### src/hdl/lc4_defs.svh
// lc4 pipeline constants
// widths, reset pc, major opcodes and alu sub-opcodes
`ifndef LC4_DEFS_SVH
`define LC4_DEFS_SVH

// datapath geometry, fixed by the isa
`define LC4_WORD_W      16
`define LC4_REG_SEL_W   3
`define LC4_NUM_REGS    8

`define LC4_RESET_PC    16'h8200  // first fetch address after reset

// major opcodes, insn[15:12]
`define LC4_OP_NOP      4'b0000   // nop and br share this code
`define LC4_OP_ARITH    4'b0001
`define LC4_OP_LOGIC    4'b0101
`define LC4_OP_LDR      4'b0110
`define LC4_OP_STR      4'b0111
`define LC4_OP_CONST    4'b1001

// arith sub-opcodes, insn[5:3] with insn[5] clear
`define LC4_SUB_ADD     3'b000
`define LC4_SUB_MUL     3'b001
`define LC4_SUB_SUB     3'b010

// logic sub-opcodes, same field
`define LC4_SUB_AND     3'b000
`define LC4_SUB_NOT     3'b001
`define LC4_SUB_OR      3'b010
`define LC4_SUB_XOR     3'b011

`endif
### src/hdl/lc4_pkg.sv
// lc4 pipeline shared types
// word and select vectors, decoded control, stage payloads, bypass and retire records
`default_nettype none

`include "lc4_defs.svh"

package lc4_pkg;

   typedef logic [`LC4_WORD_W-1:0]    word_t;     // data or address word
   typedef logic [`LC4_REG_SEL_W-1:0] reg_sel_t;  // register index
   typedef logic [2:0]                nzp_t;      // {n, z, p}

   // alu operation picked by the decoder
   typedef enum logic [3:0] {
      ALU_ADD,
      ALU_SUB,
      ALU_MUL,
      ALU_AND,
      ALU_OR,
      ALU_XOR,
      ALU_NOT,
      ALU_PASS_IMM   // const, immediate straight through
   } alu_op_t;

   // decoded control, travels with the instruction
   typedef struct packed {
      alu_op_t  alu_op;
      logic     use_imm;    // operand b is imm, not rt
      word_t    imm;        // already sign extended
      reg_sel_t r1_sel;
      logic     r1_re;
      reg_sel_t r2_sel;
      logic     r2_re;
      reg_sel_t rd_sel;
      logic     rf_we;
      logic     nzp_we;
      logic     is_load;
      logic     is_store;
   } ctrl_t;

   // one pipeline slot
   typedef struct packed {
      word_t pc;
      word_t insn;
      ctrl_t ctrl;
      word_t r1_data;
      word_t r2_data;
   } stage_t;

   // bypass source, m or w
   typedef struct packed {
      logic     we;
      reg_sel_t sel;
      word_t    data;
   } fwd_t;

   // trace of one completed instruction
   typedef struct packed {
      logic     valid;
      word_t    pc;
      word_t    insn;
      logic     rf_we;
      reg_sel_t wsel;
      word_t    wdata;
      logic     nzp_we;
      nzp_t     nzp;
      logic     dmem_we;
      word_t    dmem_addr;
      word_t    dmem_data;
   } retire_t;

endpackage

`default_nettype wire

### src/hdl/lc4_pipe_top.sv
// lc4 five-stage pipeline top
// fetch/decode, execute and memory/writeback stages with their bypass paths
`default_nettype none

module lc4_pipe_top (
   input  wire                     gwe,              // rising edge clock
   input  wire                     i_arst_n,
   output wire lc4_pkg::word_t     o_cur_pc,         // imem address
   input  wire lc4_pkg::word_t     i_cur_insn,       // imem data, same cycle
   output wire lc4_pkg::word_t     o_dmem_addr,
   input  wire lc4_pkg::word_t     i_cur_dmem_data,  // dmem read data, same cycle
   output wire                     o_dmem_we,
   output wire lc4_pkg::word_t     o_dmem_towrite,
   output wire lc4_pkg::retire_t   o_retire          // one record per cycle out of w
);

   wire lc4_pkg::stage_t d_to_x;
   wire lc4_pkg::stage_t x_to_m;
   wire lc4_pkg::word_t  x_alu;
   wire lc4_pkg::fwd_t   m_fwd;    // m->x
   wire lc4_pkg::fwd_t   w_fwd;    // w->x, w->d and the rf write

   lc4_decode u_decode (
      .gwe        (gwe),
      .i_arst_n   (i_arst_n),
      .i_cur_insn (i_cur_insn),
      .i_w_fwd    (w_fwd),
      .o_cur_pc   (o_cur_pc),
      .o_d_to_x   (d_to_x)
   );

   lc4_execute u_execute (
      .gwe      (gwe),
      .i_arst_n (i_arst_n),
      .i_d_to_x (d_to_x),
      .i_m_fwd  (m_fwd),
      .i_w_fwd  (w_fwd),
      .o_x_to_m (x_to_m),
      .o_x_alu  (x_alu)
   );

   lc4_result u_result (
      .gwe             (gwe),
      .i_arst_n        (i_arst_n),
      .i_x_to_m        (x_to_m),
      .i_x_alu         (x_alu),
      .i_cur_dmem_data (i_cur_dmem_data),
      .o_dmem_addr     (o_dmem_addr),
      .o_dmem_we       (o_dmem_we),
      .o_dmem_towrite  (o_dmem_towrite),
      .o_m_fwd         (m_fwd),
      .o_w_fwd         (w_fwd),
      .o_retire        (o_retire)
   );

endmodule

`default_nettype wire

### src/hdl/lc4_result.sv
// lc4 memory and writeback stages
// dmem port in m, writeback select, nzp register, bypass sources and retire trace
`default_nettype none

`include "lc4_defs.svh"

module lc4_result (
   input  wire                    gwe,
   input  wire                    i_arst_n,
   input  wire lc4_pkg::stage_t   i_x_to_m,
   input  wire lc4_pkg::word_t    i_x_alu,
   input  wire lc4_pkg::word_t    i_cur_dmem_data,   // comb read, same m cycle
   output lc4_pkg::word_t         o_dmem_addr,
   output logic                   o_dmem_we,
   output lc4_pkg::word_t         o_dmem_towrite,
   output lc4_pkg::fwd_t          o_m_fwd,
   output lc4_pkg::fwd_t          o_w_fwd,
   output lc4_pkg::retire_t       o_retire
);

   lc4_pkg::stage_t m_q;
   lc4_pkg::stage_t w_q;
   lc4_pkg::word_t  m_alu;
   lc4_pkg::word_t  w_alu;
   lc4_pkg::word_t  w_load;     // dmem read data
   lc4_pkg::word_t  w_store;    // dmem write data
   lc4_pkg::word_t  w_addr;
   lc4_pkg::word_t  wdata;
   lc4_pkg::nzp_t   nzp_new;
   lc4_pkg::nzp_t   nzp_q;

   always_ff @(posedge gwe or negedge i_arst_n) begin
      if (!i_arst_n) begin
         m_q   <= '0;
         w_q   <= '0;
         nzp_q <= '0;
      end else begin
         m_q <= i_x_to_m;
         w_q <= m_q;
         if (w_q.ctrl.nzp_we) begin
            nzp_q <= nzp_new;
         end
      end
   end

   // m and w data words, in step with m_q and w_q
   always_ff @(posedge gwe) begin
      m_alu   <= i_x_alu;
      w_alu   <= m_alu;
      w_load  <= i_cur_dmem_data;
      w_store <= o_dmem_towrite;
      w_addr  <= o_dmem_addr;
   end

   // m stage memory port
   assign o_dmem_addr    = (m_q.ctrl.is_load || m_q.ctrl.is_store) ? m_alu : '0;
   assign o_dmem_we      = m_q.ctrl.is_store;
   assign o_dmem_towrite = m_q.r2_data;

   // a load has no value in m yet, so it is not offered to x
   assign o_m_fwd = '{we: m_q.ctrl.rf_we && !m_q.ctrl.is_load,
                      sel: m_q.ctrl.rd_sel, data: m_alu};

   assign wdata   = w_q.ctrl.is_load ? w_load : w_alu;
   assign o_w_fwd = '{we: w_q.ctrl.rf_we, sel: w_q.ctrl.rd_sel, data: wdata};

   always_comb begin
      if (wdata[`LC4_WORD_W-1]) begin
         nzp_new = 3'b100;
      end else if (wdata == '0) begin
         nzp_new = 3'b010;
      end else begin
         nzp_new = 3'b001;
      end
   end

   always_comb begin
      o_retire.valid     = (w_q.insn != '0);   // 0000h is a bubble
      o_retire.pc        = w_q.pc;
      o_retire.insn      = w_q.insn;
      o_retire.rf_we     = w_q.ctrl.rf_we;
      o_retire.wsel      = w_q.ctrl.rd_sel;
      o_retire.wdata     = wdata;
      o_retire.nzp_we    = w_q.ctrl.nzp_we;
      o_retire.nzp       = w_q.ctrl.nzp_we ? nzp_new : nzp_q;   // held code otherwise
      o_retire.dmem_we   = w_q.ctrl.is_store;
      o_retire.dmem_addr = w_addr;
      o_retire.dmem_data = w_q.ctrl.is_load  ? w_load  :
                           w_q.ctrl.is_store ? w_store : '0;
   end

endmodule

`default_nettype wire

### src/hdl/lc4_execute.sv
// lc4 execute stage
// x latch, m->x and w->x operand bypass, alu
`default_nettype none

module lc4_execute (
   input  wire                    gwe,
   input  wire                    i_arst_n,
   input  wire lc4_pkg::stage_t   i_d_to_x,
   input  wire lc4_pkg::fwd_t     i_m_fwd,     // alu result one slot ahead
   input  wire lc4_pkg::fwd_t     i_w_fwd,     // writeback two slots ahead
   output lc4_pkg::stage_t        o_x_to_m,
   output lc4_pkg::word_t         o_x_alu
);

   lc4_pkg::stage_t x_q;
   lc4_pkg::word_t  op_a;
   lc4_pkg::word_t  op_b;
   lc4_pkg::word_t  alu_b;

   // newest producer wins, m before w before the registered read
   function automatic lc4_pkg::word_t bypass(
      input logic              re,
      input lc4_pkg::reg_sel_t sel,
      input lc4_pkg::word_t    rf_val,
      input lc4_pkg::fwd_t     m,
      input lc4_pkg::fwd_t     w
   );
      if (re && m.we && m.sel == sel) begin
         return m.data;
      end
      if (re && w.we && w.sel == sel) begin
         return w.data;
      end
      return rf_val;
   endfunction

   always_ff @(posedge gwe or negedge i_arst_n) begin
      if (!i_arst_n) begin
         x_q <= '0;                      // nop, no enables
      end else begin
         x_q <= i_d_to_x;
      end
   end

   assign op_a  = bypass(x_q.ctrl.r1_re, x_q.ctrl.r1_sel, x_q.r1_data, i_m_fwd, i_w_fwd);
   assign op_b  = bypass(x_q.ctrl.r2_re, x_q.ctrl.r2_sel, x_q.r2_data, i_m_fwd, i_w_fwd);
   assign alu_b = x_q.ctrl.use_imm ? x_q.ctrl.imm : op_b;

   // ldr and str come through here as add for base + offset
   always_comb begin
      case (x_q.ctrl.alu_op)
         lc4_pkg::ALU_ADD:      o_x_alu = op_a + alu_b;
         lc4_pkg::ALU_SUB:      o_x_alu = op_a - alu_b;
         lc4_pkg::ALU_MUL:      o_x_alu = op_a * alu_b;   // low 16 bits kept
         lc4_pkg::ALU_AND:      o_x_alu = op_a & alu_b;
         lc4_pkg::ALU_OR:       o_x_alu = op_a | alu_b;
         lc4_pkg::ALU_XOR:      o_x_alu = op_a ^ alu_b;
         lc4_pkg::ALU_NOT:      o_x_alu = ~op_a;
         lc4_pkg::ALU_PASS_IMM: o_x_alu = alu_b;          // const
         default:               o_x_alu = '0;
      endcase
   end

   // operands leave bypassed, so a store carries fresh data into m
   always_comb begin
      o_x_to_m         = x_q;
      o_x_to_m.r1_data = op_a;
      o_x_to_m.r2_data = op_b;
   end

endmodule

`default_nettype wire

### src/hdl/lc4_decode.sv
// lc4 fetch and decode stage
// pc counter, d latch, instruction decoder, register reads with w->d bypass
`default_nettype none

`include "lc4_defs.svh"

module lc4_decode (
   input  wire                    gwe,
   input  wire                    i_arst_n,
   input  wire lc4_pkg::word_t    i_cur_insn,   // imem data for o_cur_pc
   input  wire lc4_pkg::fwd_t     i_w_fwd,      // writeback, also the rf write
   output lc4_pkg::word_t         o_cur_pc,
   output lc4_pkg::stage_t        o_d_to_x
);

   lc4_pkg::word_t f_pc;
   lc4_pkg::word_t d_pc;
   lc4_pkg::word_t d_insn;
   lc4_pkg::ctrl_t d_ctrl;
   lc4_pkg::word_t imm5;
   lc4_pkg::word_t imm6;
   lc4_pkg::word_t imm9;
   lc4_pkg::word_t rf_rs_data;
   lc4_pkg::word_t rf_rt_data;

   // pc only counts up, nothing redirects it
   always_ff @(posedge gwe or negedge i_arst_n) begin
      if (!i_arst_n) begin
         f_pc   <= `LC4_RESET_PC;
         d_pc   <= '0;
         d_insn <= '0;                   // nop in d after reset
      end else begin
         f_pc   <= f_pc + 1'b1;
         d_pc   <= f_pc;
         d_insn <= i_cur_insn;
      end
   end

   assign o_cur_pc = f_pc;

   // sign extended immediates
   assign imm5 = {{(`LC4_WORD_W-5){d_insn[4]}}, d_insn[4:0]};
   assign imm6 = {{(`LC4_WORD_W-6){d_insn[5]}}, d_insn[5:0]};
   assign imm9 = {{(`LC4_WORD_W-9){d_insn[8]}}, d_insn[8:0]};

   always_comb begin
      d_ctrl        = '0;                // anything unlisted retires as a nop
      d_ctrl.rd_sel = d_insn[11:9];
      d_ctrl.r1_sel = d_insn[8:6];
      d_ctrl.r2_sel = d_insn[2:0];
      case (d_insn[15:12])
         `LC4_OP_NOP: d_ctrl = '0;       // br is not taken either
         `LC4_OP_ARITH, `LC4_OP_LOGIC: begin
            d_ctrl.r1_re  = 1'b1;
            d_ctrl.rf_we  = 1'b1;
            d_ctrl.nzp_we = 1'b1;
            if (d_insn[5]) begin          // immediate form, add or and
               d_ctrl.use_imm = 1'b1;
               d_ctrl.imm     = imm5;
               d_ctrl.alu_op  = d_insn[14] ? lc4_pkg::ALU_AND : lc4_pkg::ALU_ADD;
            end else if (d_insn[14]) begin
               d_ctrl.r2_re = (d_insn[5:3] != `LC4_SUB_NOT);
               case (d_insn[5:3])
                  `LC4_SUB_AND: d_ctrl.alu_op = lc4_pkg::ALU_AND;
                  `LC4_SUB_NOT: d_ctrl.alu_op = lc4_pkg::ALU_NOT;
                  `LC4_SUB_OR:  d_ctrl.alu_op = lc4_pkg::ALU_OR;
                  `LC4_SUB_XOR: d_ctrl.alu_op = lc4_pkg::ALU_XOR;
                  default:      d_ctrl = '0;
               endcase
            end else begin
               d_ctrl.r2_re = 1'b1;
               case (d_insn[5:3])
                  `LC4_SUB_ADD: d_ctrl.alu_op = lc4_pkg::ALU_ADD;
                  `LC4_SUB_MUL: d_ctrl.alu_op = lc4_pkg::ALU_MUL;
                  `LC4_SUB_SUB: d_ctrl.alu_op = lc4_pkg::ALU_SUB;
                  default:      d_ctrl = '0;   // div dropped
               endcase
            end
         end
         `LC4_OP_LDR: begin
            d_ctrl.r1_re   = 1'b1;       // base
            d_ctrl.use_imm = 1'b1;
            d_ctrl.imm     = imm6;
            d_ctrl.rf_we   = 1'b1;
            d_ctrl.nzp_we  = 1'b1;
            d_ctrl.is_load = 1'b1;
         end
         `LC4_OP_STR: begin
            d_ctrl.r1_re    = 1'b1;      // base
            d_ctrl.r2_sel   = d_insn[11:9];   // store data sits in the rd field
            d_ctrl.r2_re    = 1'b1;
            d_ctrl.use_imm  = 1'b1;
            d_ctrl.imm      = imm6;
            d_ctrl.is_store = 1'b1;
         end
         `LC4_OP_CONST: begin
            d_ctrl.alu_op  = lc4_pkg::ALU_PASS_IMM;
            d_ctrl.use_imm = 1'b1;
            d_ctrl.imm     = imm9;
            d_ctrl.rf_we   = 1'b1;
            d_ctrl.nzp_we  = 1'b1;
         end
         default: d_ctrl = '0;
      endcase
   end

   lc4_regfile u_regfile (
      .gwe       (gwe),
      .i_arst_n  (i_arst_n),
      .i_rs      (d_ctrl.r1_sel),
      .i_rt      (d_ctrl.r2_sel),
      .i_rd      (i_w_fwd.sel),
      .i_wdata   (i_w_fwd.data),
      .i_rd_we   (i_w_fwd.we),
      .o_rs_data (rf_rs_data),
      .o_rt_data (rf_rt_data)
   );

   always_comb begin
      o_d_to_x.pc      = d_pc;
      o_d_to_x.insn    = d_insn;
      o_d_to_x.ctrl    = d_ctrl;
      // w->d bypass, the write lands only at the end of this cycle
      o_d_to_x.r1_data = (i_w_fwd.we && i_w_fwd.sel == d_ctrl.r1_sel) ? i_w_fwd.data
                                                                       : rf_rs_data;
      o_d_to_x.r2_data = (i_w_fwd.we && i_w_fwd.sel == d_ctrl.r2_sel) ? i_w_fwd.data
                                                                       : rf_rt_data;
   end

endmodule

`default_nettype wire

### src/hdl/lc4_regfile.sv
// lc4 register file
// eight words, two async read ports, one write port on the clock edge
`default_nettype none

`include "lc4_defs.svh"

module lc4_regfile (
   input  wire                      gwe,
   input  wire                      i_arst_n,
   input  wire lc4_pkg::reg_sel_t   i_rs,        // read port a
   input  wire lc4_pkg::reg_sel_t   i_rt,        // read port b
   input  wire lc4_pkg::reg_sel_t   i_rd,        // write index
   input  wire lc4_pkg::word_t      i_wdata,
   input  wire                      i_rd_we,
   output lc4_pkg::word_t           o_rs_data,
   output lc4_pkg::word_t           o_rt_data
);

   lc4_pkg::word_t regs [`LC4_NUM_REGS];

   always_ff @(posedge gwe or negedge i_arst_n) begin
      if (!i_arst_n) begin
         for (int i = 0; i < `LC4_NUM_REGS; i++) begin
            regs[i] <= '0;              // all registers start at zero
         end
      end else if (i_rd_we) begin
         regs[i_rd] <= i_wdata;
      end
   end

   // reads see the old value, decode adds the w->d bypass
   assign o_rs_data = regs[i_rs];
   assign o_rt_data = regs[i_rt];

endmodule

`default_nettype wire

### config.mk
export PLATFORM = sky130hd
export DESIGN_NAME = lc4_pipe_top
export DESIGN_NICKNAME = d
export VERILOG_FILES = /design/src/hdl/lc4_pkg.sv /design/src/hdl/lc4_pipe_top.sv /design/src/hdl/lc4_result.sv /design/src/hdl/lc4_execute.sv /design/src/hdl/lc4_decode.sv /design/src/hdl/lc4_regfile.sv
export VERILOG_INCLUDE_DIRS = /design/src /design/src/hdl
export SDC_FILE = /design/constraint.sdc
export NUM_CORES = 1
export LEC_CHECK = 0
export BUFFER_PORTS_ARGS = -buffer_cell sky130_fd_sc_hd__buf_2
export CORE_MARGIN = 2
export CORE_UTILIZATION = 43
export DETAILED_ROUTE_END_ITERATION = 10
export GPL_TIMING_DRIVEN = 0
export PLACE_DENSITY = 0.59
export RECOVER_POWER = 100
export REMOVE_ABC_BUFFERS = 1
export SKIP_CTS_REPAIR_TIMING = 1
export SLEW_MARGIN = 10
export SYNTH_ARGS = -nofsm -noshare
export SYNTH_HDL_FRONTEND = slang
export SYNTH_HIERARCHICAL = 1
export SYNTH_SLANG_ARGS = --single-unit
### constraint.sdc
create_clock -name gwe -period 6.8 [get_ports gwe]
set_clock_uncertainty 0.15 [all_clocks]
set_input_delay 1.02 -clock gwe [delete_from_list [all_inputs] [get_ports gwe]]
set_output_delay 1.02 -clock gwe [all_outputs]
set_load 0.02 [all_outputs]
After elaboration in Yosys (flattened, before gate mapping)
Cells that the tools add are included.

$add $sub $neg: 3. Multipliers: 1. Magnitude comparators: 4. Eq/ne operators: 22. Mux-type cells: 51. Bitwise logic cells: 7. Reductions and logical operators: 24.

Operator list (number): $mux 16 (20); $bwmux 128 (1); $pmux 16 s8 (1); $bmux 16 s3 (2); $pmux 17 s3 (1); $demux 16 s3 (1); $mux 15 (3); $mux 35 (1); $eq 4x3->1 const B (7); $mux 21 (1); $eq 3x3->1 (6); $add 16x1->16 const B (1); $add 16x16->16 (1); $and 16x16->16 (1); $logic_not 16->1 (1); $mul 16x16->16 (1); $not 16->16 (1); $or 16x16->16 (1); $reduce_bool 16->1 (1); $sub 16x16->16 (1); $xor 16x16->16 (1); $ge 4x4->1 const B (3); $logic_and 1x1->1 (12); $not 3->4 (3); other kinds (23) (40).

Register bits after elaboration: 453. Bits of input ports: 34. Output and inout port bits: 139. Logic and storage cells: 160.

Longest topological paths before layout
Word-level depth: 11. Mapped depth: 31. Mapped depth without buffers: 28.

Hierarchy
The synthesis kept the hierarchy.

Modules (own cells, without submodules): lc4_execute (instances 1, cells an instance 1125, area an instance 10358.7 sq um, sequential area each 2502.4 sq um); lc4_regfile (instances 1, cells an instance 393, area an instance 6991.7 sq um, sequential area each 3203.1 sq um); lc4_result (instances 1, cells an instance 334, area an instance 5252.5 sq um, sequential area each 4028.9 sq um); lc4_decode (instances 1, cells an instance 215, area an instance 2544.9 sq um, sequential area each 1203.7 sq um).

Least setup slack after synthesis
No wires, ideal clock.

Path kind: register -> register. Start point: register u_result.m_q (netlist bit u_result/o_m_fwd[16]). End point: register u_result.m_alu[15]. Library setup time: 122 ps. Data arrival time: 6941 ps. Data required time: 6528 ps. Setup slack: -413 ps. Cell stages (with the launch flop): 29. Buffers on the path: 4. Clock period less this slack: 7213 ps. Path through: dfrtp_1 buf_4 xor2_1 or4_4 buf_6 buf_6 nor2_1 o31ai_4 inv_2 clkbuf_1 nor2_1 fa_1 inv_1 fa_1 inv_1 fa_1 fa_1 inv_1 fa_1 fa_1 xnor2_1 xnor2_1 xnor2_1 xnor2_1 xnor2_1 xor2_1 xnor3_1 xnor2_1 a221o_1.

Longest elaborated chain between the ends: 7. Elaborated cells between the ends (all ways): 17. Classes of those cells: 2 x add/sub; 1 x mul; 2 x eq/ne; 6 x mux; 4 x bitwise; 2 x reduce/logical.

RTL lines: start, declared (RTL line lc4_result.sv:21) `lc4_pkg::stage_t m_q;`; start signal, assigned (RTL line lc4_result.sv:38) `m_q <= i_x_to_m;`; $eq 3x3->1 (RTL line lc4_execute.sv:28) `if (re && m.we && m.sel == sel) begin`; $logic_and 1x1->1 (RTL line lc4_execute.sv:28); $mux 1 (RTL line lc4_execute.sv:28); $mux 16 (RTL line lc4_execute.sv:31) `if (re && w.we && w.sel == sel) begin`; $mux 16 (RTL line lc4_execute.sv:47) `assign alu_b = x_q.ctrl.use_imm ? x_q.ctrl.imm : op_b;`; $mul 16x16->16, or another cell as far along (RTL line lc4_execute.sv:54) `lc4_pkg::ALU_MUL: o_x_alu = op_a * alu_b;`; $pmux 16 s8 * (RTL line lc4_execute.sv:51) `case (x_q.ctrl.alu_op)`; named net x_alu[15] (RTL line lc4_pipe_top.sv:19) `wire lc4_pkg::word_t x_alu;`; end signal, assigned (RTL line lc4_result.sv:48) `m_alu <= i_x_alu;`; end, declared (RTL line lc4_result.sv:23) `lc4_pkg::word_t m_alu;`.

The timed path passes the listed nets; every way through them passes the cells marked *. A chain may end at the register's enable or synchronous reset.

Worst setup path after layout
Start point: register u_result.m_q (netlist bit u_result/o_m_fwd[18]). End point: register u_result.m_alu[15].

The elaborated chain is that of the path after synthesis.

==> impl_results.md <==
- Die height: 244.8 um
- Violated checks: setup timing
- First-pass GRT wire length: 97.87 mm
- Max Root-Sink Buffers: 3
- WL/cell: between 20 and 25 um
- Max_cap viols: 0
- Initial Util: 0.4338
- R2r startpoint: u_result/o_m_fwd[18]$_DFF_PN0_
- Fillers: 5,110
- Number of buffers created by CTS: 50
- GPL Wtd Cong: approximately 0.94
- CTS Sinks: around 450
- # IOs: 173
- Antenna viol nets, final: 0
- Site row count: roughly 90
- Slew margin rel.: 0.2991
- CP Class: register to register
- Layout area overhead: 14.84%
- RSZ-0062 raised after global routing: yes
- Die area: 59,920 um2
- Die width: approximately 240 um
- Fin util: 0.4981
- Avg Cell Area, Syn: 12.23 um2
- Worst-Margin Slew: about 1.0 ns
- Clock Latency Late Sink: roughly 0.62 ns
- Final nets: 2,364
- Mapped cell area: approximately 25,000 um2
- Detailed Route WL: 65.02 mm
- Leakage power: roughly 13 nW
- Post-DP HPWL: about 46 mm
- Fin. Hold Viols: 0
- Crit-path max FO: 6
- Fin crit share: 1.073
- Max Freq: approximately 140 MHz
- Final Setup Violations: 6
- Layout cells sized above 1: 0.3247
- Core Region: around 57,000 um2
- CTS root buf: clkbuf_16
- Startpoint Class: register
- Crit path required time: a little over 7 ns
- Number of remaining DRC errors: 0
- Vias in the first global route: 16,350
- CP Capture Type: register
- Gr ovfl total: 0
- Antenna diode count: 0
- Worst-path clk slew: approximately 0.07 ns
- HP Class: input port to asynchronous set/reset pin
- Min Tclk post-route: 7.299 ns
- Initial antenna violation count: 0
- Area after DPL: ~26,000 um2
- Worst Setup Slack, final: -0.4989 ns
- Power per cell area: a little under 400 nW/um2
- Placed Cells: roughly 2,800
- Finished Layout Cells: 2,958
- Arr. time, crit path: 7.61 ns
- Max-slew violations: 0
- Max IR drop VDD: roughly 0.00027 V
- Vias per inst: 5.388
- Largest net degree at the start of global routing: 121
- Finished Cell Area: between 20,000 and 30,000 um2
- Synthesized instance count: around 2,000
- Htree depth: 2
- All-Layer GR Usage: 0.2133
- Worst Setup SP: u_result/o_m_fwd[18]$_DFF_PN0_
- CTS tree: yes
- Outcome: complete, but fails checks
- DRT Pass-1 Iters: 5
- DR iter-0 viols: approximately 1,000
- WHS: 0.1770 ns
- Vias: 15,940
- Yosys Warn Count: 6
- PortBufs: ~170
==> metrics by stage <==
| step | setup TNS (ns) | setup WS, ns | power, mW |
|---|---|---|---|
| detailed placement | -10.70 | -1.914 | 7.866 |
| global route | -2.529 | -0.7495 | 11.77 |
| global placement | -888.08 | -2.878 | 7.743 |
| finish | -1.285 | -0.4989 | 11.09 |
| floorplan | -5.080 | -1.302 | 6.544 |
| CTS | -11.05 | -1.946 | 10.69 |
==> sequential cells by signal (all words and copies together) (netlist names) <==
signal,count
u_decode/u_regfile/regs,128
u_execute/o_x_to_m,68
u_result/o_retire,38
u_result/m_q,35
u_execute/x_q,32
u_decode/d_insn,16
u_decode/d_pc,16
u_decode/o_cur_pc,16
u_result/m_alu,16
u_result/o_dmem_towrite,16
u_result/w_addr,16
u_result/w_alu,16
u_result/w_load,16
u_result/w_store,16
u_result/nzp_q,3
u_result/o_m_fwd,3
u_result/o_dmem_we,1
u_result/w_q,1
==> routing by layer <==
layer / global-route usage / routed length, um
met4: 0.06474 / 1902
met5: 0 / 0
met3: 0.03171 / 3076
met1: 0.2801 / 27970
met2: 0.3650 / 32070
==> final cells by class <==
cell class,instances,area (um2),area share
multi-input combinational,1217,12530,0.4376
sequential,453,10960,0.3828
timing repair buffer,263,1814,0.06337
clock buffer,72,1454,0.05078
tap,765,957.2,0.03343
inverter,167,655.6,0.02290
clock inverter,21,261.5,0.009134
==> worst max-delay path: stages (launching register included) <==
cell and delay (ns):
dfrtp_2 0.45, xor2_2 0.24, or4_4 0.62, and3_4 0.22, o31ai_4 0.25, buf_12 0.17, clkinvlp_4 0.21, nor2_4 0.20
fa_1 0.41, inv_2 0.07, fa_1 0.37, inv_1 0.08, fa_1 0.44, fa_1 0.54, inv_1 0.05, fa_1 0.46
fa_2 0.36, xnor2_1 0.14, xnor2_1 0.14, xnor2_1 0.24, xnor2_1 0.19, xnor2_1 0.16, xor2_1 0.19, xnor3_1 0.24
xnor2_1 0.15, a221o_1 0.36
==> power breakdown <==
part           leakage (nW)  switching, mW  internal [mW]
sequential             5.49          0.330           3.16
combinational          7.14           2.74           2.10
clock                 0.841           1.15           1.62
==> cells in the final DEF, fill, tap and decap left out, types with 9 or more instances in the layout <==
cell type	count
dfrtp_1	362
buf_4	63
mux2_4	15
nand3_1	20
a221oi_1	12
and2_1	10
mux4_1	56
clkinv_2	10
and3_1	9
inv_2	14
mux2_1	10
buf_2	172
o31ai_4	12
a22o_1	17
clkbuf_8	12
fa_1	80
xnor2_1	56
buf_6	10
mux2i_1	18
clkbuf_1	10
o221ai_1	16
a21o_1	10
mux2_2	185
nor2b_1	30
ha_1	93
inv_1	144
nor3_1	10
xor2_1	20
a21oi_1	33
dfxtp_1	80
nand2_1	137
nor2_1	129
nor4_1	11
clkbuf_16	50
o21ai_0	25
==> final timing paths <==
kind / end / depth (start not counted) / slack (ns)
worst min-delay path: u_decode/d_pc[1]$_DFF_PN0_ / 1 / 0.18
worst max register to register: u_result/m_alu[15]$_DFF_P_ / 25 / -0.50
worst max-delay path: u_result/m_alu[15]$_DFF_P_ / 25 / -0.50
worst min register to register: u_result/m_q[99]$_DFF_PN0_ / 0 / 0.20
min in group gwe: u_result/m_q[99]$_DFF_PN0_ / 0 / 0.20
max in group asynchronous: u_result/o_dmem_towrite[10]$_DFF_PN0_ / 3 / 4.98
Power figures use the tool's default switching activity.
